--- config.mk ---
export PLATFORM = sky130hd
export DESIGN_NAME = uart_rx
export DESIGN_NICKNAME = d
export VERILOG_FILES = /design/src/rtl/led_ctrl_pkg.sv /design/src/rtl/uart_rx.sv
export SDC_FILE = /design/constraint.sdc
export NUM_CORES = 1
export LEC_CHECK = 0
export BUFFER_PORTS_ARGS = -buffer_cell sky130_fd_sc_hd__buf_2
export CORE_UTILIZATION = 52
export CTS_CLUSTER_SIZE = 40
export DETAILED_ROUTE_END_ITERATION = 8
export PLACE_DENSITY = 0.74
export SYNTH_ARGS = -nofsm -noshare
export SYNTH_HDL_FRONTEND = slang
export SYNTH_SLANG_ARGS = --single-unit
--- constraint.sdc ---
create_clock -name clk_in -period 1.9 [get_ports clk_in]
set_input_delay 0.19 -clock clk_in [delete_from_list [all_inputs] [get_ports clk_in]]
set_output_delay 0.19 -clock clk_in [all_outputs]
set_load 0.005 [all_outputs]
--- src/rtl/led_ctrl_pkg.sv ---
`default_nettype none

package led_ctrl_pkg;

    // one serial or frame buffer byte
    typedef logic [7:0] byte_t;

    // colour plane commands, upper case enables and lower case disables
    localparam byte_t cmd_red_on     = "R";
    localparam byte_t cmd_red_off    = "r";
    localparam byte_t cmd_green_on   = "G";
    localparam byte_t cmd_green_off  = "g";
    localparam byte_t cmd_blue_on    = "B";
    localparam byte_t cmd_blue_off   = "b";

    // brightness plane toggles, 1 is the most significant plane
    localparam byte_t cmd_plane_1    = "1";
    localparam byte_t cmd_plane_2    = "2";
    localparam byte_t cmd_plane_3    = "3";
    localparam byte_t cmd_plane_4    = "4";
    localparam byte_t cmd_plane_5    = "5";
    localparam byte_t cmd_plane_6    = "6";
    localparam byte_t cmd_dim_all    = "0";
    localparam byte_t cmd_bright_all = "9";

    // start of a line load, followed by a row byte and the line data
    localparam byte_t cmd_line       = "L";

    localparam logic [2:0] rgb_reset = 3'b111;
    localparam int brightness_bits   = 6;

endpackage

`default_nettype wire

--- src/rtl/uart_rx.sv ---
`default_nettype none
`timescale 1ns/1ns

module uart_rx
    import led_ctrl_pkg::*;
#(
    parameter int ticks_per_bit = 9
) (
    input  wire   clk_in,
    input  wire   reset,
    input  wire   rx,
    output byte_t rx_data,
    output logic  rx_valid,
    output logic  rx_busy
);

    localparam int cnt_w = $clog2(ticks_per_bit);
    localparam logic [cnt_w-1:0] tick_last = cnt_w'(ticks_per_bit - 1);
    localparam logic [cnt_w-1:0] tick_half = cnt_w'(ticks_per_bit / 2);

    typedef enum logic [1:0] {
        st_idle,
        st_start,
        st_data,
        st_stop
    } rx_state_t;

    rx_state_t        state;
    logic             rx_meta;
    logic             rx_sync;
    logic [cnt_w-1:0] tick_cnt;
    logic [2:0]       bit_cnt;
    byte_t            shift_reg;
    logic             bit_strobe;

    // two flop synchroniser, line idles high
    always_ff @(posedge clk_in) begin
        if (reset) begin
            rx_meta <= 1'b1;
            rx_sync <= 1'b1;
        end else begin
            rx_meta <= rx;
            rx_sync <= rx_meta;
        end
    end

    // centre of a data bit
    assign bit_strobe = (state == st_data) && (tick_cnt == tick_last);

    always_ff @(posedge clk_in) begin
        if (reset) begin
            state    <= st_idle;
            tick_cnt <= '0;
            bit_cnt  <= '0;
            rx_valid <= 1'b0;
        end else begin
            rx_valid <= 1'b0;
            case (state)
                st_idle: begin
                    tick_cnt <= '0;
                    if (!rx_sync) begin
                        state <= st_start;
                    end
                end
                st_start: begin
                    // recheck the start bit at its centre
                    if (tick_cnt == tick_half) begin
                        tick_cnt <= '0;
                        bit_cnt  <= '0;
                        if (rx_sync) begin
                            state <= st_idle;
                        end else begin
                            state <= st_data;
                        end
                    end else begin
                        tick_cnt <= tick_cnt + 1'b1;
                    end
                end
                st_data: begin
                    if (tick_cnt == tick_last) begin
                        tick_cnt <= '0;
                        if (bit_cnt == 3'd7) begin
                            state <= st_stop;
                        end else begin
                            bit_cnt <= bit_cnt + 1'b1;
                        end
                    end else begin
                        tick_cnt <= tick_cnt + 1'b1;
                    end
                end
                st_stop: begin
                    // a low stop bit drops the byte silently
                    if (tick_cnt == tick_last) begin
                        tick_cnt <= '0;
                        state    <= st_idle;
                        rx_valid <= rx_sync;
                    end else begin
                        tick_cnt <= tick_cnt + 1'b1;
                    end
                end
                default: begin
                    state <= st_idle;
                end
            endcase
        end
    end

    // lsb arrives first
    always_ff @(posedge clk_in) begin
        if (bit_strobe) begin
            shift_reg <= {rx_sync, shift_reg[7:1]};
        end
    end

    assign rx_data = shift_reg;
    assign rx_busy = (state != st_idle);

    a_valid_single: assert property (@(posedge clk_in) disable iff (reset)
        rx_valid |=> !rx_valid);

endmodule

`default_nettype wire

* Word-level counts from Yosys, hierarchy flattened
Cells that the tools add are included.
Word-level totals: register bits 20, word-level logic and storage cells 45
Operators by class: $add $sub $neg 2, eq/ne operators 12, mux-type cells 14, bitwise operators 2, reductions and logical operators 8
Operator list (number):
- 2-bit 2-to-1 mux | 6
- 4-bit case mux with 3 select lines | 1
- 3-bit 2-to-1 mux | 3
- 4-bit 2-to-1 mux | 2
- 2-bit inequality test, second input constant | 4
- 2-bit case mux with 4 select lines | 1
- 3-bit case mux with 2 select lines | 1
- 5-bit AND reduction | 1
- 4-bit by 1-bit adder with 4-bit output, second input constant | 1
- 2-bit equality test, second input constant | 2
- 4-bit by 3-bit equality test with 1-bit output, second input constant | 1
- 4-bit equality test, second input constant | 1
- 2-bit by 1-bit inequality test with 1-bit output, second input constant | 2
- 4-bit AND reduction | 1
- 2-bit nonzero test | 2
- 3-bit by 1-bit adder with 3-bit output, second input constant | 1
- 3-bit equality test, second input constant | 1
- 3-bit OR reduction | 1
- 2-bit by 1-bit equality test with 1-bit output, second input constant | 1
- 2-bit zero test | 1
- 1-bit NOT | 2
- 2-bit OR reduction | 1
- 1-bit logical AND | 1

* Depth between registers and ports, before layout
Gate-level depths: netlist of the first run.
depth in word-level cells 4, depth in mapped cells 5, depth with buffers taken out 5

* Worst setup path after synthesis of the first run
Ideal clock, no wire load.
path kind flip-flop to flip-flop, start point register tick_cnt[2], end point register shift_reg[0] (netlist: rx_data[0]), enable pin, setup time 0.336 ns, arrival 0.987 ns, data required time 1.564 ns, setup slack 0.577 ns, stages on the path, launching flop included 3, buffers on the path 0, period minus slack after synthesis 1.323 ns, cells stage by stage dfxtp_1 and4bb_4 and2_1
On the way: longest elaborated chain between the ends 2
RTL lines:
- start: declaration | line uart_rx.sv:31 | logic [cnt_w-1:0] tick_cnt;
- start signal: assignment | line uart_rx.sv:76 | tick_cnt <= tick_cnt + 1'b1;
- start signal: assignment | line uart_rx.sv:88 | tick_cnt <= tick_cnt + 1'b1;
- start signal: assignment | line uart_rx.sv:98 | tick_cnt <= tick_cnt + 1'b1;
- 4-bit equality test | line uart_rx.sv:48 | assign bit_strobe = (state == st_data) && (tick_cnt == tick_last);
- 1-bit logical AND | line uart_rx.sv:48
- net bit_strobe | line uart_rx.sv:34 | logic bit_strobe;
- end signal: assignment | line uart_rx.sv:111 | shift_reg <= {rx_sync, shift_reg[7:1]};
- end: declaration | line uart_rx.sv:33 | byte_t shift_reg;
The timed path passes the listed nets, and every way through them passes these cells. A chain may end at the register's enable or synchronous reset.

* Worst setup path after layout of the first run
start point register tick_cnt[2], end point register shift_reg[2] (netlist: rx_data[2]), enable pin
The elaborated chain is that of the path after synthesis.

==> impl_metrics.env, run 1 <==
export IMPL_status="finished, final reports clean"
export IMPL_critPathKind="reg2reg"
export IMPL_grt_pass1_vias=477
export IMPL_power_density_nw_per_um2=718
export IMPL_gr_usage_met3_pct=5.22
export IMPL_synthToLayoutAreaGrowth_pct=12.4
export IMPL_portBuffers=12
export IMPL_slowest_stage="and4bb_4"
export IMPL_core_um2=1490
export IMPL_cts_tree="done"
export IMPL_gr_total_overflow=0
export IMPL_fp_dieW_um=41.8
export IMPL_relSlewSlack_pct=74.6
export IMPL_worstMarginPinSlew_ps=380
export IMPL_cts_sinks=20
export IMPL_nFillCells=120
export IMPL_drive_gt1_share_pct=24.1
export IMPL_cts_resized=0
export IMPL_async_flop_share_pct=0
export IMPL_drtAntennaViolNets=0
export IMPL_cts_made_buffers=3
export IMPL_syn_area_um2=825
export IMPL_hold_violations=0
export IMPL_cp_max_fo=9
export IMPL_setup_slack_ps=431
export IMPL_ys_types=29
export IMPL_antenna_cells=0
export IMPL_hold_path_depth=2
export IMPL_drv_slew=0
export IMPL_final_min_clock_period_ps=1470
export IMPL_finalSetupTns_ps=0
export IMPL_busiest_layer="met2"
export IMPL_preCtsSetupSlack_ps=448
export IMPL_ys_flop_type="dfxtp_1"
export IMPL_fp_dieH_um=41.8
export IMPL_synth_seq_area_share_pct=58.3
export IMPL_layout_nets=91
export IMPL_grt_pass1_wl_um=2080
export IMPL_power_leakage_nw=0.352
export IMPL_vias_per_cell=5.29
export IMPL_maxCapViolCount=0
export IMPL_track_usage_pct=16.4
export IMPL_avgSynthCellArea_um2=12.1
export IMPL_worst_path_buf_inv=0
export IMPL_wl_per_cell_um=12.9
export IMPL_cts_setup_buffers=0
export IMPL_finClkSkew_ps=4.36
export IMPL_cts_buffer_depth=2
export IMPL_start_kind="flip-flop"
export IMPL_antenna_found_initial=0
export IMPL_synth_ff_latch_count=20
export IMPL_critPathMaxStageDelay_ps=390
export IMPL_clk_latency_ps=300
export IMPL_finalWeightedCongestion=0.730
export IMPL_yosys_warnings=0
export IMPL_fmax_ghz=0.681
export IMPL_drt_iter0_drc=4
export IMPL_critical_path_top_delay_family="simple AND/OR/NAND/NOR gates"
export IMPL_start_util_pct=55.4
export IMPL_root_buffer="clkbuf_4"
export IMPL_routed_wl_um=1270
export IMPL_synth_edf_count=8
export IMPL_io_pin_count=13
export IMPL_dieArea_um2=1750
export IMPL_vdd_drop_max_uv=476
export IMPL_cp_depth=2
export IMPL_dp_hpwl_um=975
export IMPL_synthCells=68
export IMPL_power_total_uw=665
export IMPL_grt_max_degree=14
export IMPL_min_period_over_period_pct=77.3
export IMPL_cts_hold_buffers_added=0
export IMPL_crit_path_cell_trace="and4bb_4 -> and2_1"
export IMPL_fp_row_count=14
export IMPL_met2_usage_pct=27.2
export IMPL_use_met1_pct=19.1
export IMPL_rsz0062_at_grt="no"
export IMPL_clk_pin_slew_ps=100
export IMPL_via_count=524
export IMPL_setup_violations=0
export IMPL_cp_arrival_ps=1430
export IMPL_end_kind="flip-flop"
export IMPL_syn_num_nets=75
export IMPL_dr_pass1_iters=4
export IMPL_cp_required_ps=1870
export IMPL_post_route_drc_count=0
export IMPL_reg2reg_depth=2
export IMPL_htreeDepth=1
export IMPL_min_delay_path_class="in2reg"
cells in the mapped netlist (all sizes together), types with 3 or more instances:
| cell | instances | area share [%] |
|---|---|---|
| a21oi | 4 | 2.4 |
| dfxtp | 12 | 29 |
| edfxtp | 8 | 29 |
| ha | 4 | 6.1 |
| inv | 5 | 2.3 |
| nor3 | 3 | 1.8 |
| or2 | 3 | 2.3 |
final timing paths:
path / startpoint / end / slack [ps]
worst min register to register: rx_meta / rx_sync / 420
worst max register to register: tick_cnt[2] / rx_data[2] / 430
worst max-delay path: tick_cnt[2] / rx_data[2] / 430
worst min-delay path: rx / rx_meta / 70
kinds of logic (layout without fill, tap and decap cells):
kind of cell / Yosys count / after routing / synth area share (%)
buf+inv: 6 / 21 / 2.73
simple gates: 24 / 24 / 19.4
flops: 20 / 20 / 58.3
fa+ha+maj: 4 / 4 / 6.07
compound gates: 12 / 12 / 11.4
xor+xnor: 2 / 2 / 2.12
layer usage:
| layer | vias up | part of all wire, % |
|---|---|---|
| met5 | - | 0 |
| met4 | 0 | 1.8 |
| met3 | 2 | 2.4 |
| met2 | 9 | 49 |
| met1 | 239 | 46 |
| li1 | 274 | - |
worst reg2reg max path, delay by kind of cell, from the launching register on:
kind | cells | cell delay, ps
AND/OR/NAND/NOR | 2 | 760
flip-flops | 1 | 380
power by group:
| part | switching, mW | leakage (nW) | internal (mW) |
|---|---|---|---|
| clock | 0.118 | 0.0154 | 0.0765 |
| sequential | 0.00404 | 0.169 | 0.446 |
| combinational | 0.0105 | 0.168 | 0.00969 |
layout by cell type (no fill, tap or decap), drive strengths merged:
master,instances
or2,3
a211oi,1
a21oi,4
nand4bb,1
xnor2,1
nand3b,2
nor4bb,1
nor2b,2
nor3,3
and3b,1
nand4b,1
inv,5
clkinv,1
ha,4
dfxtp,12
nand2,2
nor2,2
o32ai,2
edfxtp,8
xor2,1
and2,1
o21ai,1
clkbuf,3
buf,12
o21bai,2
o2bb2ai,2
nand3,2
nand2b,2
and4bb,1
through the flow:
| stage | cells | hold slack, ps | area, um^2 | util, % |
|---|---|---|---|---|
| 3_5_place_dp | 95 | 381 | 901 | 60.5 |
| 6_report | 99 | 68.7 | 927 | 62.3 |
| 4_1_cts | 99 | 64.2 | 927 | 62.3 |
| 2_1_floorplan | 68 | 294 | 825 | - |
| 3_3_place_gp | 95 | 377 | 901 | 60.5 |
| 5_1_grt | 99 | 54.6 | 927 | 62.3 |
area by class of cell:
class                      instances  area [um^2]  share of cell area [%]
inverter                           5         18.8                    2.02
timing repair buffer              12         60.1                    6.48
clock buffer                       3         22.5                    2.43
tap                               16         20.0                    2.16
clock inverter                     1         3.75                   0.405
multi-input combinational         42          322                    34.7
sequential                        20          480                    51.8
sequential cells by signal, indices dropped and copies added, names as in the netlist, named ones only:
signal    flops
bit_cnt       3
rx_data       8
rx_meta       1
rx_sync       1
rx_valid      1
state         1
tick_cnt      4
(Power assumes the default switching activity.)
==> run 2, diff against run 1 <==
clock period = 1.5 ns   (was 1.9 ns; I/O delays follow)
==> impl_metrics.env, run 2 (synthesis results as in run 1) <==
export IMPL_wl_per_cell_um=13.3
export IMPL_p_sw_uw=187
export IMPL_slowest_stage="and2_1"
export IMPL_critPathMaxStageDelay_ps=400
export IMPL_highest_signal_layer="met4"
export IMPL_sw_frac_of_total_pct=21.7
export IMPL_drt_iter0_drc=8
export IMPL_finalSetupTns_ps=0
export IMPL_cp_arrival_ps=1400
export IMPL_layout_nets=95
export IMPL_finalWeightedCongestion=0.802
export IMPL_vias_per_cell=5.50
export IMPL_drive_gt1_share_pct=27.6
export IMPL_drv_slew=0
export IMPL_crit_path_cell_trace="inv_1 -> ha_1 -> and2_1"
export IMPL_met1Wirelength_um=617
export IMPL_setup_violations=0
export IMPL_clk_latency_ps=310
export IMPL_cts_made_buffers=3
export IMPL_root_buffer="clkbuf_4"
export IMPL_power_leakage_nw=0.374
export IMPL_wl_met2_um=664
export IMPL_antenna_cells=0
export IMPL_p_seq_share_pct=65.9
export IMPL_cts_setup_buffers=0
export IMPL_cts_resized=0
export IMPL_synthToLayoutAreaGrowth_pct=16.1
export IMPL_relSlewSlack_pct=74.9
export IMPL_dr_pass1_iters=4
export IMPL_cp_max_fo=9
export IMPL_power_total_uw=864
export IMPL_power_density_nw_per_um2=902
export IMPL_min_delay_path_class="in2reg"
export IMPL_internal_power_uw=677
export IMPL_start_kind="flip-flop"
export IMPL_fp_row_count=14
export IMPL_critical_path_top_delay_family="simple AND/OR/NAND/NOR gates"
export IMPL_min_period_over_period_pct=94.7
export IMPL_htreeDepth=1
export IMPL_finClkSkew_ps=8.15
export IMPL_cts_hold_buffers_added=0
export IMPL_cp_required_ps=1480
export IMPL_critPathKind="reg2reg"
export IMPL_portBuffers=12
export IMPL_combPwrFrac_pct=3.5
export IMPL_grt_pass1_vias=486
export IMPL_status="finished, final reports clean"
export IMPL_worstMarginPinSlew_ps=377
export IMPL_antenna_found_initial=0
export IMPL_final_min_clock_period_ps=1420
export IMPL_fmax_ghz=0.704
export IMPL_rsz0062_at_grt="no"
export IMPL_grt_pass1_wl_um=2150
export IMPL_routed_wl_um=1370
export IMPL_fp_dieW_um=41.8
export IMPL_cts_tree="done"
export IMPL_core_um2=1490
export IMPL_most_common_layout_cells="dfxtp_1 (12), buf_2 (12), edfxtp_1 (8)"
export IMPL_via_count=567
export IMPL_largest_reg_flops=8
export IMPL_maxCapViolCount=0
export IMPL_dieArea_um2=1750
export IMPL_hold_violations=0
export IMPL_cts_sinks=20
export IMPL_start_util_pct=55.4
export IMPL_grt_max_degree=14
export IMPL_clk_pin_slew_ps=110
export IMPL_track_usage_pct=17.8
export IMPL_fp_dieH_um=41.8
export IMPL_drtAntennaViolNets=0
export IMPL_gr_total_overflow=0
export IMPL_routed_wl_met3_um=47
export IMPL_p_clk_share_pct=30.6
export IMPL_post_route_drc_count=0
export IMPL_cts_buffer_depth=2
export IMPL_io_pin_count=13
export IMPL_worst_path_buf_inv=1
export IMPL_dp_hpwl_um=982
export IMPL_vdd_drop_max_uv=523
export IMPL_end_kind="flip-flop"
[run 2: cell count changes in the layout (fill, tap and decap cells not counted)]
cell	previous run	this run
buf_4	0	4
[run 2: cell type report]
class                           instances  area [um^2]
Tap cell                               16         20.0
Multi-Input combinational cell         42          322
Clock buffer                            3         22.5
Clock inverter                          1         3.75
Timing Repair Buffer                   16         90.1
Sequential cell                        20          480
Inverter                                5         18.8
Fill cell                             114          532
[run 2: power by group through the flow]
| stage | combinational [mW] | sequential [mW] | clock, mW |
|---|---|---|---|
| after detailed placement | 0.0300 | 0.581 | 0 |
| after global placement | 0.0299 | 0.581 | 0 |
| after global routing | 0.0325 | 0.570 | 0.292 |
| after floorplan | 0.0187 | 0.581 | 0 |
| after CTS | 0.0308 | 0.569 | 0.269 |
| final | 0.0305 | 0.569 | 0.264 |
[run 2: final timing paths]
path / startpoint / endpoint / slack, ps / cells after the start
setup / recovery: tick_cnt[0] / rx_data[6] / 80 / 3
setup reg to reg: tick_cnt[0] / rx_data[6] / 80 / 3
hold / removal: rx / rx_meta / 20 / 2
hold reg to reg: rx_meta / rx_sync / 420 / 1
[run 2: layer usage]
layer  vias to the layer above  track usage [%]
li1                        284                -
met5                         -                0
met1                       265             21.4
met4                         0             13.5
met3                         5             5.22
met2                        13             26.6
[run 2: metrics by stage]
step           util (%)  instances  worst slack (ps)  cell area [um^2]  hold WS [ps]
2_1_floorplan         -         68               177               825           254
3_3_place_gp       62.5         99               148               931           336
3_5_place_dp       62.5         99              96.3               931           337
4_1_cts            64.3        103              61.1               957          19.0
5_1_grt            64.3        103              10.5               957          5.98
6_report           64.3        103              79.5               957          23.0
[run 2: worst reg2reg max path, delay by kind of cell (launching register included)]
family / cells / cell delay [ps]
buf+inv: 1 / 60
flops: 1 / 350
fa+ha+maj: 1 / 280
simple gates: 1 / 400
==> run 3, diff against run 2 <==
CORE_ASPECT_RATIO = 1.2   (was default)
TNS_END_PERCENT = 20   (was default)
==> impl_metrics.env, run 3 (synthesis results as in run 1) <==
export IMPL_status="finished, final reports clean"
export IMPL_grt_pass1_vias=449
export IMPL_vias_per_cell=5.28
export IMPL_maxCapViolCount=0
export IMPL_cts_resized=0
export IMPL_synthToLayoutAreaGrowth_pct=15.5
export IMPL_cts_setup_buffers=0
export IMPL_io_pin_count=13
export IMPL_finClkSkew_ps=6.20
export IMPL_cp_arrival_ps=1560
export IMPL_design_area_um2=952
export IMPL_cts_sinks=20
export IMPL_preCtsSetupSlack_ps=85.2
export IMPL_reg2reg_slack_ps=130
export IMPL_rsz0062_at_grt="no"
export IMPL_clk_latency_ps=290
export IMPL_power_leakage_nw=0.369
export IMPL_multiInputGateArea_um2=323
export IMPL_gr_total_overflow=0
export IMPL_r2r_end="bit_cnt[2]"
export IMPL_drtAntennaViolNets=0
export IMPL_most_common_layout_cells="dfxtp_1 (12), buf_2 (12), edfxtp_1 (8)"
export IMPL_root_buffer="clkbuf_4"
export IMPL_dieArea_um2=1750
export IMPL_drv_slew=0
export IMPL_grt_max_degree=14
export IMPL_final_min_clock_period_ps=1370
export IMPL_portBuffers=12
export IMPL_cp_max_fo=7
export IMPL_antenna_cells=0
export IMPL_fp_dieW_um=38.4
export IMPL_hp_start="rx"
export IMPL_start_util_pct=56.3
export IMPL_grt_pass1_wl_um=1940
export IMPL_layout_nets=94
export IMPL_largest_reg_flops=8
export IMPL_relSlewSlack_pct=83.2
export IMPL_reg2reg_depth=5
export IMPL_dpl_cell_area_um2=925
export IMPL_fp_row_count=15
export IMPL_vdd_drop_max_uv=749
export IMPL_wl_per_cell_um=11.9
export IMPL_nFillCells=125
export IMPL_seqCellArea_um2=480
export IMPL_critPathKind="reg2reg"
export IMPL_setup_violations=0
export IMPL_antenna_found_initial=0
export IMPL_routed_wl_um=1230
export IMPL_finalSetupTns_ps=0
export IMPL_min_to="rx_meta"
export IMPL_clk_pin_slew_ps=110
export IMPL_drive_gt1_share_pct=27.9
export IMPL_drt_iter0_drc=5
export IMPL_cts_made_buffers=3
export IMPL_cts_hold_buffers_added=0
export IMPL_min_delay_path_class="in2reg"
export IMPL_worstMarginPinSlew_ps=252
export IMPL_setup_slack_ps=134
export IMPL_cts_buffer_depth=2
export IMPL_hold_path_depth=2
export IMPL_track_usage_pct=15.9
export IMPL_via_count=544
export IMPL_r2r_start="tick_cnt[0]"
export IMPL_start_kind="flip-flop"
export IMPL_hold_violations=0
export IMPL_cp_required_ps=1700
export IMPL_end_kind="flip-flop"
export IMPL_finalWeightedCongestion=0.731
export IMPL_fp_dieH_um=45.6
export IMPL_cts_tree="done"
export IMPL_core_um2=1460
export IMPL_min_period_over_period_pct=91.0
export IMPL_dp_hpwl_um=941
export IMPL_post_route_drc_count=0
export IMPL_htreeDepth=1
export IMPL_power_density_nw_per_um2=887
export IMPL_fmax_ghz=0.732
export IMPL_dr_pass1_iters=4
## run 3: cell types whose count changed in the layout (fill, tap and decap cells not counted)
cell    before  now
and2_2       0    1
and2_1       1    0
buf_4        4    3
## run 3: worst max-delay path, cell delays in order (launching register included)
cell and delay, ps:
dfxtp_1 390, inv_1 60, ha_1 270, nor2b_1 190
o2bb2ai_2 150, o32ai_1 220
## run 3: per-layer routing
metal / GRT usage, % / up-vias / part of all wire [%]
met1: 20.1 / 249 / 46
li1: - / 284 / -
met4: 4.14 / 0 / 0
met2: 26.8 / 11 / 50
met3: 4.41 / 0 / 3.4
met5: 0 / - / 0
## run 3: worst max-delay path by stage
stage,from,to,slack (ps),cells past startpoint
final,tick_cnt[0],bit_cnt[2],130,5
after global routing,tick_cnt[0],bit_cnt[2],50,5
after CTS,tick_cnt[3],rx_data[3],70,2
after detailed placement,tick_cnt[3],rx_data[1],90,2
after global placement,tick_cnt[3],rx_data[5],100,2
after floorplan,tick_cnt[2],rx_data[0],180,2
## run 3: power breakdown
group / switching [mW] / internal (mW) / leakage, nW / total [mW]
combinational: 0.0158 / 0.0140 / 0.185 / 0.0298
clock: 0.149 / 0.0965 / 0.0154 / 0.246
sequential: 0.00301 / 0.565 / 0.169 / 0.568
total: 0.168 / 0.676 / 0.369 / 0.844
## run 3: layout make-up
cell class / count / area share [%]
Sequential cell: 20 / 50.5
Multi-Input combinational cell: 42 / 33.9
Timing Repair Buffer: 15 / 8.67
Clock buffer: 3 / 2.37
Tap cell: 17 / 2.23
Inverter: 5 / 1.97
Clock inverter: 1 / 0.394
## run 3: stage by stage
stage	hold WS (ps)	std cells	util, %	power [mW]
floorplan	254	68	-	0.600
global placement	332	99	63.2	0.610
detailed placement	335	99	63.2	0.611
CTS	35.1	103	65.0	0.854
global route	24.5	103	65.0	0.886
finish	41.2	103	65.0	0.844
