==> config.mk <==
export PLATFORM = sky130hd
export DESIGN_NAME = command_decoder
export DESIGN_NICKNAME = d
export VERILOG_FILES = /design/src/rtl/led_ctrl_pkg.sv /design/src/rtl/command_decoder.sv
export SDC_FILE = /design/constraint.sdc
export NUM_CORES = 1
export LEC_CHECK = 0
export BUFFER_PORTS_ARGS = -buffer_cell sky130_fd_sc_hd__buf_2
export CAP_MARGIN = 20
export CORE_ASPECT_RATIO = 1.25
export CORE_MARGIN = 2
export CORE_UTILIZATION = 49
export CTS_CLUSTER_SIZE = 20
export DETAILED_ROUTE_END_ITERATION = 8
export PLACE_DENSITY = 0.73
export SLEW_MARGIN = 20
export SYNTH_ARGS = -nofsm -noshare
export SYNTH_HDL_FRONTEND = slang
export SYNTH_SLANG_ARGS = --single-unit
==> constraint.sdc <==
create_clock -name clk_in -period 2 [get_ports clk_in]
set_clock_uncertainty 0.15 [all_clocks]
set_input_delay 0.4 -clock clk_in [delete_from_list [all_inputs] [get_ports clk_in]]
set_output_delay 0.4 -clock clk_in [all_outputs]
set_load 0.01 [all_outputs]
==> src/rtl/led_ctrl_pkg.sv <==
`default_nettype none

package led_ctrl_pkg;

    // one serial or frame buffer byte
    typedef logic [7:0] byte_t;

    // colour plane commands, upper case enables and lower case disables
    localparam byte_t cmd_red_on     = "R";
    localparam byte_t cmd_red_off    = "r";
    localparam byte_t cmd_green_on   = "G";
    localparam byte_t cmd_green_off  = "g";
    localparam byte_t cmd_blue_on    = "B";
    localparam byte_t cmd_blue_off   = "b";

    // brightness plane toggles, 1 is the most significant plane
    localparam byte_t cmd_plane_1    = "1";
    localparam byte_t cmd_plane_2    = "2";
    localparam byte_t cmd_plane_3    = "3";
    localparam byte_t cmd_plane_4    = "4";
    localparam byte_t cmd_plane_5    = "5";
    localparam byte_t cmd_plane_6    = "6";
    localparam byte_t cmd_dim_all    = "0";
    localparam byte_t cmd_bright_all = "9";

    // start of a line load, followed by a row byte and the line data
    localparam byte_t cmd_line       = "L";

    localparam logic [2:0] rgb_reset = 3'b111;
    localparam int brightness_bits   = 6;

endpackage

`default_nettype wire

==> src/rtl/command_decoder.sv <==
`default_nettype none
`timescale 1ns/1ns

module command_decoder
    import led_ctrl_pkg::*;
#(
    parameter int pixel_width     = 64,
    parameter int pixel_height    = 32,
    parameter int bytes_per_pixel = 2
) (
    input  wire                                                      clk_in,
    input  wire                                                      reset,
    input  wire byte_t                                               rx_data,
    input  wire                                                      rx_valid,
    output logic [2:0]                                               rgb_enable,
    output logic [brightness_bits-1:0]                               brightness_enable,
    output logic                                                     wr_en,
    output logic [$clog2(pixel_width*pixel_height*bytes_per_pixel)-1:0] wr_addr,
    output byte_t                                                    wr_data
);

    localparam int line_bytes = pixel_width * bytes_per_pixel;
    localparam int depth      = line_bytes * pixel_height;
    localparam int addr_w     = $clog2(depth);
    localparam int row_w      = $clog2(pixel_height);
    localparam int col_w      = $clog2(line_bytes);

    localparam logic [col_w-1:0] col_last = col_w'(line_bytes - 1);

    typedef enum logic [1:0] {
        st_idle,
        st_row,
        st_load
    } dec_state_t;

    dec_state_t       state;
    logic [row_w-1:0] row;
    logic [col_w-1:0] col;
    logic             load_byte;

    // every byte in the load state is line data, even a command code
    assign load_byte = rx_valid && (state == st_load);

    always_ff @(posedge clk_in) begin
        if (reset) begin
            state             <= st_idle;
            col               <= '0;
            wr_en             <= 1'b0;
            rgb_enable        <= rgb_reset;
            brightness_enable <= {brightness_bits{1'b1}};
        end else begin
            wr_en <= 1'b0;
            if (rx_valid) begin
                case (state)
                    st_idle: begin
                        case (rx_data)
                            cmd_red_on: begin
                                rgb_enable[0] <= 1'b1;
                            end
                            cmd_red_off: begin
                                rgb_enable[0] <= 1'b0;
                            end
                            cmd_green_on: begin
                                rgb_enable[1] <= 1'b1;
                            end
                            cmd_green_off: begin
                                rgb_enable[1] <= 1'b0;
                            end
                            cmd_blue_on: begin
                                rgb_enable[2] <= 1'b1;
                            end
                            cmd_blue_off: begin
                                rgb_enable[2] <= 1'b0;
                            end
                            cmd_plane_1: begin
                                brightness_enable[brightness_bits-1] <=
                                    ~brightness_enable[brightness_bits-1];
                            end
                            cmd_plane_2: begin
                                brightness_enable[brightness_bits-2] <=
                                    ~brightness_enable[brightness_bits-2];
                            end
                            cmd_plane_3: begin
                                brightness_enable[brightness_bits-3] <=
                                    ~brightness_enable[brightness_bits-3];
                            end
                            cmd_plane_4: begin
                                brightness_enable[brightness_bits-4] <=
                                    ~brightness_enable[brightness_bits-4];
                            end
                            cmd_plane_5: begin
                                brightness_enable[brightness_bits-5] <=
                                    ~brightness_enable[brightness_bits-5];
                            end
                            cmd_plane_6: begin
                                brightness_enable[brightness_bits-6] <=
                                    ~brightness_enable[brightness_bits-6];
                            end
                            cmd_dim_all: begin
                                brightness_enable <= '0;
                            end
                            cmd_bright_all: begin
                                brightness_enable <= {brightness_bits{1'b1}};
                            end
                            cmd_line: begin
                                state <= st_row;
                            end
                            default: begin
                                // unknown characters are ignored
                            end
                        endcase
                    end
                    st_row: begin
                        col   <= '0;
                        state <= st_load;
                    end
                    st_load: begin
                        wr_en <= 1'b1;
                        if (col == col_last) begin
                            state <= st_idle;
                        end else begin
                            col <= col + 1'b1;
                        end
                    end
                    default: begin
                        state <= st_idle;
                    end
                endcase
            end
        end
    end

    // row wraps on the low bits of the row byte
    always_ff @(posedge clk_in) begin
        if (rx_valid && (state == st_row)) begin
            row <= rx_data[row_w-1:0];
        end
    end

    always_ff @(posedge clk_in) begin
        if (load_byte) begin
            wr_data <= rx_data;
            wr_addr <= addr_w'(row) * addr_w'(line_bytes) + addr_w'(col);
        end
    end

    // a write always comes from a byte taken in the load state
    a_wr_from_load: assert property (@(posedge clk_in) disable iff (reset)
        wr_en |-> ($past(state) == st_load) && $past(rx_valid));

    a_wr_in_range: assert property (@(posedge clk_in) disable iff (reset)
        wr_en |-> (wr_addr < depth));

endmodule

`default_nettype wire

# ---- Word level (Yosys, flattened, before mapping)
# Cells that the tools add are included.
dict set report word_totals {
  in_bits 11
  register_bits 44
  out_inout_bits 30
  wordCells 85
}
dict set report op_classes {
  eq_ne 21
  n_addsub 2
  muxes 15
  n_reduce_logical 25
  bitwise_logic 7
}
# op count
set op_table {}
lappend op_table {{$eq A8 B6 Y1 const B} 8}
lappend op_table {{$eq A8 B7 Y1 const B} 7}
lappend op_table {{$reduce_and A3 Y1} 11}
lappend op_table {{$pmux W1 S3} 6}
lappend op_table {{$reduce_bool A3 Y1} 6}
lappend op_table {{$pmux W7 S2} 1}
lappend op_table {{$add A12 B7 Y12} 1}
lappend op_table {{$reduce_bool A2 Y1} 4}
lappend op_table {{$add A7 B1 Y7 const B} 1}
lappend op_table {{$eq A7 B7 Y1 const B} 1}
lappend op_table {{$mux W7} 1}
lappend op_table {{$not A1 Y1} 7}
lappend op_table {{$pmux W1 S2} 3}
lappend op_table {{$pmux W2 S3} 1}
lappend op_table {{$mux W2} 2}
lappend op_table {{$ne A2 B1 Y1 const B} 2}
lappend op_table {{$eq A2 B1 Y1 const B} 1}
lappend op_table {{$eq A2 B2 Y1 const B} 1}
lappend op_table {{$logic_and A1 B1 Y1} 2}
lappend op_table {{$logic_not A2 Y1} 1}
lappend op_table {{$ne A2 B2 Y1 const B} 1}
lappend op_table {{$reduce_or A2 Y1} 1}
lappend op_table {{$mux W1} 1}

# ---- Longest topological paths before layout
# Gate-level depths: netlist (run 1).
dict set report logic_depth {
  ltp_word 3
  depth_mapped 5
  ltp_nobuf 5
}

# ---- Least setup slack after synthesis (run 1)
# Ideal clock, no wire load.
dict set report synth_path {
  path_kind {input to register}
  from {input port rx_data[6]}
  to {register brightness_enable[1]}
  setup_ns 0.122
  t_arrival_ns 1.550
  path_stages 4
  path_buffers 0
  t_required_ns 1.728
  path_slack_ns 0.178
  cell_sequence {and4bb_2 > nand2_4 > or4_1 > a221o_1}
}
dict set report synth_between {
  elab_chain_cells 3
  elab_cells_between_ends 6
  classes_between {3 x eq/ne; 1 x mux; 2 x reduce/logical}
}
# item line
set synth_lines {}
lappend synth_lines {{from (decl)} command_decoder.sv:13} ;# input wire byte_t rx_data,
lappend synth_lines {{$eq A8 B6 Y1} command_decoder.sv:56} ;# case (rx_data)
lappend synth_lines {{$reduce_bool A3 Y1 (no source line)} -}
lappend synth_lines {{$reduce_and A3 Y1 (no source line)} -}
lappend synth_lines {{to (signal assigned)} command_decoder.sv:50} ;# brightness_enable <= {brightness_bits{1'b1}};
lappend synth_lines {{to (signal, indexed assignment)} command_decoder.sv:76} ;# brightness_enable[brightness_bits-1] <=
lappend synth_lines {{to (signal, indexed assignment)} command_decoder.sv:80} ;# brightness_enable[brightness_bits-2] <=
lappend synth_lines {{to (decl)} command_decoder.sv:16} ;# output logic [brightness_bits-1:0] brightness_enable,
# Parallel ways exist; a longest one is shown, timed or not.
# A chain may end at the register's enable or synchronous reset.

# ---- Worst setup path in the final report (run 1)
dict set report layout_path {
  from {register col[1]}
  to {register col[4]}
}
dict set report layout_between {
  elab_chain_cells 3
  elab_cells_between_ends 6
  classes_between {1 x add/sub; 2 x eq/ne; 2 x mux; 1 x reduce/logical}
}
# item line
set layout_lines {}
lappend layout_lines {{from (decl)} command_decoder.sv:38} ;# logic [col_w-1:0] col;
lappend layout_lines {{from (signal assigned)} command_decoder.sv:122} ;# col <= col + 1'b1;
lappend layout_lines {{$add A7 B1 Y7 or $eq A7 B7 Y1 (tied branches)} {command_decoder.sv:122, command_decoder.sv:119}}
lappend layout_lines {{$mux W7 or $ne A2 B2 Y1 (tied branches)} -}
lappend layout_lines {{$pmux W7 S2 or $reduce_and A3 Y1 (tied branches)} -}
# Parallel ways exist; a longest one is shown, timed or not. The select of a mux whose other input is x is not followed.

==> qor.txt, run 1 <==
Leakage: 0.000841 uW
RSZ-0062 raised after global routing: false
Worst-case clock buffer depth: 2
GR Util met2: 0.317
Final Total Pwr: 1700 uW
Final WS setup: 0.113 ns
Setup Fix Bufs, Post-CTS: 0
Grt met3 use: 0.0440
Iteration-0 DRC count of the detailed router: 44
Max-Cap Viols: 0
Placed cell area: 0.00216 mm2
Initial antenna violation count: 0
DR vias: 1479
VDD IR-drop max: 0.000401 V
Worst Tran Pin Value: 0.450 ns
Total GRT Usage: 0.181
Largest net degree at the start of global routing: 18
Place WS: 0.0249 ns
FP Rows: 25
Root Buffer: clkbuf_8
Fin crit period: 1.89 ns
Worst slew margin: 0.699
Core Area: 0.00372 mm2
CP Capture Type: flip-flop
Grt peak-use layer: met2
DRC: 0
H-tree levels: 2
Most frequent cells in the layout: 40 x buf_2, 25 x edfxtp_1, 19 x dfxtp_1
Design Area, Final: 0.00227 mm2
Fill cells: 318
Total congestion overflow: 0
Final #Nets: 221
Crit path DAT: 1.96 ns
Starting Density: 0.506
Die H: 73.3 um
Drt total wl: 3700 um
Post-synth cell types: 43
Sequential share of the synthesized area: 0.601
Hold-fix buffers, CTS: 0
Final period util: 0.944
Post-route ant nets: 0
RD Place Congestion: 0.881
Die X: 59.4 um
Seq cells post-synth: 44
Vias in the first global route: 1337
Setup TNS: 0 ns
# setup viols final: 0
EDFF count, synth: 25
Post-Syn Nets: 176
Clock slew at the register clock pins of the worst setup and hold paths: 0.08 ns
First-pass GRT wire length: 5970 um
Die area: 0.00436 mm2
Hold WC Path Type: in -> reg
Fmax: 530 MHz
Max FO, Critical Path: 5
CTS tree: done
Commonest non-fill, non-tap cell in the layout: buf_2
Clock sinks: 44
Share of flip-flops with an asynchronous set or reset: 0
IO buf count: 40
Fraction of layout cells with a size suffix above 1: 0.276
CTS resizes: 0
Detailed placement HPWL: 2620 um
Cts bufs inserted: 5
Antenna Cells: 0
Vias per cell: 5.92
Startpoint Class: flip-flop
Pwr dens: 747 mW/mm2
Post-Syn Instances: 164
Top FF cell, synth: edfxtp_1
Routed WL per cell: 14.8 um
DP Cell Count: 242
Synth warn: 0
Critical path class: reg -> reg
I/O pins: 41
Drt first pass iters: 4
Hold Violations, Final: 0
Mean Syn Cell Area: 11.5 um2
Mapped cell area: 0.00188 mm2
Worst Path Required: 2.07 ns
Pins Over Slew Limit: 0
Skew-Pair Late Insertion Delay: 0.29 ns
Area added between synthesis and finish: 20.7%
GR Util met1: 0.210
Final Non-Filler Cells: 250
Status: finished, final reports clean
==> flip-flops by register name, summed over array words and instances (netlist names) <==
register / count
wr_data: 8
rgb_enable: 3
row: 5
brightness_enable: 6
state: 2
wr_en: 1
wr_addr: 12
col: 7
==> cell usage after synthesis, drive strengths merged (2+ instances only) <==
| library cell | n | area, um2 |
|---|---|---|
| a21o | 2 | 15.0 |
| a21oi | 12 | 60.1 |
| a31oi | 2 | 12.5 |
| and3 | 2 | 12.5 |
| buf | 2 | 15.0 |
| clkbuf | 8 | 30.0 |
| dfxtp | 19 | 380 |
| edfxtp | 25 | 751 |
| inv | 3 | 11.3 |
| mux2i | 3 | 30.0 |
| nand2 | 9 | 41.3 |
| nand2b | 5 | 31.3 |
| nand3 | 7 | 35.0 |
| nand3b | 3 | 22.5 |
| nand4 | 4 | 25.0 |
| nor2 | 10 | 37.5 |
| nor2b | 6 | 37.5 |
| nor3 | 6 | 30.0 |
| nor3b | 2 | 26.3 |
| o211ai | 3 | 22.5 |
| o21a | 4 | 30.0 |
| o21ai | 2 | 10.0 |
| o311ai | 2 | 17.5 |
| o31ai | 3 | 22.5 |
| or4 | 4 | 30.0 |
| xor2 | 2 | 17.5 |
==> routing by layer <==
layer / wire length [um] / vias up / share of wire
li1: - / 708 / -
met1: 1560 / 721 / 0.42
met2: 1890 / 44 / 0.51
met3: 204 / 6 / 0.055
met4: 50 / 0 / 0.013
met5: 0 / - / 0
==> logic make-up after synthesis <==
group | after synthesis | synth area share
fa+ha+maj | 1 | 0.00665
compound gates | 37 | 0.133
xor+xnor | 3 | 0.0140
flops | 44 | 0.601
mux | 3 | 0.0160
simple gates | 63 | 0.199
buf+inv | 13 | 0.0299
==> worst max-delay path, stage by stage, from the launching register on <==
cell and delay [ns]:
dfxtp_1 0.41, ha_1 0.24, and3_1 0.22, nand4_1 0.25, buf_4 0.23, a21o_1 0.18, a21oi_1 0.14
==> layout make-up <==
type / count / area (um2) / area share
Clock buffer: 5 / 68.8 / 0.0303
Clock inverter: 3 / 42.5 / 0.0187
Inverter: 3 / 11.3 / 0.00496
Multi-Input combinational cell: 107 / 694 / 0.306
Sequential cell: 44 / 1130 / 0.498
Tap cell: 40 / 50.0 / 0.0220
Timing Repair Buffer: 48 / 273 / 0.120
==> path summary, 6_finish.rpt <==
| check | start | to | slack, ns | cells past startpoint |
|---|---|---|---|---|
| min | rx_data[6] | wr_data[6] | 0.17 | 1 |
| max | col[1] | col[4] | 0.11 | 6 |
| min reg2reg | row[4] | wr_addr[11] | 0.27 | 0 |
| max reg2reg | col[1] | col[4] | 0.11 | 6 |
==> through the flow <==
stage / hold WS, ns / util
3_5_place_dp: 0.257 / 0.580
3_3_place_gp: 0.251 / 0.580
4_1_cts: 0.166 / 0.610
6_report: 0.175 / 0.610
5_1_grt: 0.172 / 0.610
2_1_floorplan: 0.250 / -
==> power breakdown <==
part	internal, uW	switching, uW	total, uW
sequential	950	0.777	951
combinational	30.4	50.6	81.0
clock	370	296	665
total	1350	347	1700
No activity file was read; power rests on OpenSTA's default activity.
==> run 2, diff against run 1 <==
--- a/config.mk
+++ b/config.mk
@@ -9,10 +9,11 @@
 export CAP_MARGIN = 20
 export CORE_ASPECT_RATIO = 1.25
 export CORE_MARGIN = 2
-export CORE_UTILIZATION = 49
-export CTS_CLUSTER_SIZE = 20
+export CORE_UTILIZATION = 48
+export CTS_CLUSTER_SIZE = 12
 export DETAILED_ROUTE_END_ITERATION = 8
-export PLACE_DENSITY = 0.73
+export PLACE_DENSITY = 0.75
+export REMOVE_ABC_BUFFERS = 1
 export SLEW_MARGIN = 20
 export SYNTH_ARGS = -nofsm -noshare
 export SYNTH_HDL_FRONTEND = slang
==> constraint.sdc (replaced) <==
create_clock -name clk_in -period 1.6 [get_ports clk_in]
set_clock_uncertainty 0.15 [all_clocks]
set_input_delay 0.32 -clock clk_in [delete_from_list [all_inputs] [get_ports clk_in]]
set_output_delay 0.32 -clock clk_in [all_outputs]
set_load 0.01 [all_outputs]
==> run 2 against run 1 <==
Effect of this change:
- sequential cell count stayed put
- die area is 2.0% higher
- routed wire length is 17% higher
- count of clock-buffer cells in the layout is 1 higher
- utilization is 6.4 points higher
- the run now ends with setup timing left
- critical path depth is 2 lower
==> qor.txt, run 2 (synthesis gave the netlist of run 1 again) <==
RSZ-0062 raised after global routing: true
RD Place Congestion: 0.876 (-0.61%)
CP Capture Type: flip-flop
Vias per cell: 5.49 (-7.2%)
Crit path DAT: 1.74 ns (-0.22 ns)
Final period util: 1.07 (+0.123)
Worst slew margin: 0.665 (-0.0340)
Initial antenna violation count: 0 (unchanged)
Number of flip-flops in the largest register: 12 (unchanged)
Register Area: 0.00113 mm2 (+0.33%)
Cts bufs inserted: 5 (unchanged)
Skew-Pair Late Insertion Delay: 0.29 ns (about the same)
DRC: 0 (unchanged)
Sw power: 433 uW (+25%)
Hold WC Path Type: in -> reg
IO buf count: 40 (unchanged)
Commonest non-fill, non-tap cell in the layout: buf_2
Starting Density: 0.497 (-0.00836)
Leakage: 0.000972 uW (+16%)
Final WS setup: -0.106 ns (-0.219 ns)
Most flop-heavy register: wr_addr
Register-to-register setup slack: -0.11 ns (-0.22 ns)
Clock slew at the register clock pins of the worst setup and hold paths: 0.08 ns (about the same)
Fraction of layout cells with a size suffix above 1: 0.413 (+0.137)
First-pass GRT wire length: 6720 um (+13%)
Max FO, Critical Path: 3 (-2)
Largest regs: wr_addr (12), wr_data (8), col (7)
VDD IR-drop max: 0.000527 V (+32%)
Die area: 0.00444 mm2 (+2.0%)
Worst Path Required: 1.64 ns (-0.43 ns)
Failing checks: setup timing
Iteration-0 DRC count of the detailed router: 41 (-6.8%)
Switching share of power: 0.202 (-0.00263)
Worst-case clock buffer depth: 2 (unchanged)
Final Total Pwr: 2150 uW (+27%)
Die H: 74.0 um (+0.98%)
Largest net degree at the start of global routing: 20 (+2)
Pwr dens: 842 mW/mm2 (+13%)
Pins Over Slew Limit: 0 (unchanged)
Root Buffer: clkbuf_8
Setup TNS: -0.130 ns (-0.130 ns)
Fmax: 586 MHz (+11%)
Critical path class: reg -> reg
Core Area: 0.00378 mm2 (+1.7%)
# setup viols final: 2 (+2)
Vias in the first global route: 1559 (+17%)
Drt total wl: 4350 um (+17%)
Highest cell delay on the worst timing path: 0.48 ns (+0.07 ns)
Max-Cap Viols: 0 (unchanged)
Fin Hold WS: 0.105 ns (-0.0696 ns)
Most frequent cells in the layout: 40 x buf_2, 32 x buf_4, 25 x edfxtp_1
Drt first pass iters: 4 (unchanged)
Post-route ant nets: 0 (unchanged)
Detailed placement HPWL: 3070 um (+17%)
Fill cells: 273 (-14%)
Antenna Cells: 0 (unchanged)
Clock Power Share: 0.380 (-0.012)
Area added between synthesis and finish: 35.5%
CTS tree: done
Crit path max-delay cell type: or4_4
Clock sinks: 44 (unchanged)
Reg power frac: 0.553 (-0.007)
Total GRT Usage: 0.203 (+0.0224)
Startpoint Class: flip-flop
DR vias: 1587 (+7.3%)
Worst path cell trace: nor3b_4, nand2_4, or4_4, a221o_1
I/O pins: 41 (unchanged)
Power share of the combinational group: 0.066 (+0.018)
Multi-input logic area: 768 um2 (+11%)
H-tree levels: 2 (unchanged)
Routed WL per cell: 15.1 um (+1.6%)
FP Rows: 25 (unchanged)
Status: finished with violations
Worst Tran Pin Value: 0.501 ns (+0.0516 ns)
P_int: 1710 uW (+27%)
Total congestion overflow: 0 (unchanged)
Final #Nets: 246 (+11%)
Die X: 60.0 um (+0.97%)
Fin crit period: 1.71 ns (-0.181 ns)
Hold-fix buffers, CTS: 0 (unchanged)
Hold Violations, Final: 0 (unchanged)
run 2: final cells by class:
cell class / instances / area share
timing repair buffer: 73 / 0.181
multi-input combinational: 107 / 0.301
inverter: 3 / 0.00442
clock inverter: 2 / 0.0137
clock buffer: 6 / 0.0285
sequential: 44 / 0.445
tap: 54 / 0.0265
run 2: critical path, delay by kind of cell (launching register included):
family           cells  cell delay (ns)
AND/OR/NAND/NOR      3             0.82
flip-flops           1             0.34
AO/OA/AOI/OAI        1             0.30
run 2: per-layer routing:
metal	GRT usage	vias up	part of all wire
met5	0	-	0
met4	0.106	0	0.025
met3	0.0470	10	0.043
met2	0.361	56	0.53
met1	0.221	766	0.40
li1	-	755	-
run 2: through the flow:
stage | setup WS [ns] | utilization | area [um2] | std cells
after floorplan | -0.261 | - | 1840 | 154
after CTS | -0.108 | 0.660 | 2500 | 289
final | -0.106 | 0.674 | 2550 | 289
after global placement | -0.242 | 0.621 | 2350 | 279
after global routing | -0.135 | 0.674 | 2550 | 289
after detailed placement | -0.301 | 0.621 | 2350 | 279
run 2: path summary, 6_finish.rpt:
path         startpoint              endpoint  depth (start not counted)
max reg2reg    state[0]  brightness_enable[1]                          4
max            state[0]  brightness_enable[1]                          4
min reg2reg      row[0]            wr_addr[7]                          0
min          rx_data[7]            wr_data[7]                          1
run 2: repair_timing:
action	CTS	global route
pin swaps	5	8
setup endpoints to repair	3	30
resized for setup	6	12
setup buffers	2	0
run 2: power groups by stage:
stage	sequential [uW]	combinational, uW	clock [uW]
2_1_floorplan	1220	43.1	0
3_3_place_gp	1210	122	0
3_5_place_dp	1210	128	0
4_1_cts	1190	136	830
5_1_grt	1190	153	867
6_report	1190	143	816
==> run 3, diff against run 2 <==
--- a/config.mk
+++ b/config.mk
@@ -13,6 +13,7 @@
 export CTS_CLUSTER_SIZE = 12
 export DETAILED_ROUTE_END_ITERATION = 8
 export PLACE_DENSITY = 0.75
+export RECOVER_POWER = 50
 export REMOVE_ABC_BUFFERS = 1
 export SLEW_MARGIN = 20
 export SYNTH_ARGS = -nofsm -noshare
==> run 3 against run 2 <==
Effect of this change:
- the run still ends with setup timing left
- sequential share of layout area increased by 0.44 points
- first-iteration DRC count increased by 7.3%
- register-to-register slack about the same
- combinational power decreased by 6%
- power decreased by 0.22%
- sequential power about the same
- non-clock buffer count unchanged
- critical endpoint unchanged
==> qor.txt, run 3 (synthesis gave the netlist of run 1 again) <==
Drt first pass iters: 4 (unchanged)
Hold WC Path Type: in -> reg
Clock slew at the register clock pins of the worst setup and hold paths: 0.08 ns (about the same)
Status: finished with violations
Root Buffer: clkbuf_8
Fraction of layout cells with a size suffix above 1: 0.370 (-0.0426)
DRC: 0 (unchanged)
Final #Nets: 246 (unchanged)
Met3 wire length: 155 um (-18%)
FF-to-FF End: brightness_enable[1]
Post-route ant nets: 0 (unchanged)
Most frequent cells in the layout: 35 x buf_2, 26 x buf_4, 25 x edfxtp_1
Startpoint Class: flip-flop
Pins Over Slew Limit: 0 (unchanged)
Area added between synthesis and finish: 34.2%
Hold Violations, Final: 0 (unchanged)
Vias in the first global route: 1559 (unchanged)
I/O pins: 41 (unchanged)
Die H: 74.0 um (unchanged)
Largest net degree at the start of global routing: 20 (unchanged)
Worst Hold Path EP: wr_data[7]
Most flop-heavy register: wr_addr
Die area: 0.00444 mm2 (unchanged)
Fin Hold WS: 0.161 ns (+0.0558 ns)
Worst Tran Pin Value: 0.502 ns (+0.000353 ns)
Leakage: 0.000940 uW (-3.3%)
WL met2: 2350 um (+1.5%)
Max-Cap Viols: 0 (unchanged)
Metal-1 WL: 1710 um (-1.4%)
Vias per cell: 5.46 (-0.57%)
Starting Density: 0.497 (unchanged)
Pwr dens: 849 mW/mm2 (+0.77%)
Worst slew margin: 0.665 (about the same)
Cts bufs inserted: 5 (unchanged)
H-tree levels: 2 (unchanged)
CTS tree: done
Initial antenna violation count: 0 (unchanged)
Worst Path Required: 1.64 ns (about the same)
# setup viols final: 3 (+1)
Detailed placement HPWL: 3070 um (unchanged)
Register-to-register setup slack: -0.10 ns (about the same)
Clock sinks: 44 (unchanged)
Core Area: 0.00378 mm2 (unchanged)
IO buf count: 40 (unchanged)
Setup TNS: -0.150 ns (-0.0197 ns)
Fmax: 588 MHz (+0.25%)
Number of flip-flops in the largest register: 12 (unchanged)
Hold-fix buffers, CTS: 0 (unchanged)
Die X: 60.0 um (unchanged)
Routed WL per cell: 14.9 um (-1.0%)
First-pass GRT wire length: 6720 um (unchanged)
RD Place Congestion: 0.876 (unchanged)
Worst Hold Launch: rx_data[7]
VDD IR-drop max: 0.000529 V (+0.26%)
Total GRT Usage: 0.203 (unchanged)
Critical path class: reg -> reg
Highest Signal Layer: met4
Hold depth: 1 (unchanged)
CP Capture Type: flip-flop
RR Startpoint: state[0]
Total congestion overflow: 0 (unchanged)
Fill cells: 284 (+4.0%)
Worst Reg-to-Reg Cells: 4 (unchanged)
Fin crit period: 1.70 ns (-0.00422 ns)
Worst-case clock buffer depth: 2 (unchanged)
Drt total wl: 4310 um (-1.0%)
Antenna Cells: 0 (unchanged)
FP Rows: 25 (unchanged)
Commonest non-fill, non-tap cell in the layout: buf_2
Largest regs: wr_addr (12), wr_data (8), col (7)
Max FO, Critical Path: 3 (unchanged)
Crit path DAT: 1.74 ns (about the same)
Skew-Pair Late Insertion Delay: 0.29 ns (about the same)
Iteration-0 DRC count of the detailed router: 44 (+7.3%)
DR vias: 1578 (-0.57%)
Final period util: 1.06 (-0.00264)
Failing checks: setup timing
RSZ-0062 raised after global routing: true
Final WS setup: -0.102 ns (+0.00422 ns)
[run 3: metal layers]
layer  vias to the layer above  global-route usage
met5                         -                   0
li1                        756                   -
met3                         8              0.0470
met4                         0               0.106
met1                       761               0.221
met2                        53               0.361
[run 3: how the worst max path moves through the flow]
stage,start,end,slack (ns)
2_1_floorplan,state[1],brightness_enable[1],-0.26
3_3_place_gp,rx_data[7],brightness_enable[1],-0.24
3_5_place_dp,rx_data[7],brightness_enable[1],-0.30
4_1_cts,state[0],brightness_enable[1],-0.11
5_1_grt,state[0],brightness_enable[1],-0.13
6_report,state[0],brightness_enable[1],-0.10
[run 3: worst max-delay path, cell delays in order, from the launching register on]
cell and delay, ns:
dfxtp_2 0.34, nor3b_4 0.27, nand2_4 0.07, or4_4 0.48, a221o_1 0.30
[run 3: layout make-up]
cell class,count,area (um2),share of cell area
inverters,3,11.3,0.00446
repair buffers,73,435,0.172
multi-input cells,107,768,0.304
flip-flops and latches,44,1130,0.449
well taps,54,67.6,0.0268
clock buffers,6,72.6,0.0287
clock inverters,2,35.0,0.0139
[run 3: what timing repair did]
action | 4_1_cts | 5_1_grt
gates resized for setup | 6 | 12
buffers inserted | 2 | 0
endpoints found under the setup margin | 3 | 30
pin swaps | 5 | 8
[run 3: power breakdown]
part	internal, uW	switching (uW)	total (uW)
Combinational	56.3	78.3	135
Clock	463	357	820
Sequential	1190	1.08	1190
Total	1710	436	2140
[run 3: stage by stage]
step	area [um2]	std cells	total power, uW	utilization	setup WS (ns)
finish	2520	289	2140	0.667	-0.102
global route	2520	289	2200	0.667	-0.135
global placement	2350	279	1340	0.621	-0.242
CTS	2500	289	2150	0.660	-0.108
floorplan	1840	154	1260	-	-0.261
detailed placement	2350	279	1340	0.621	-0.301
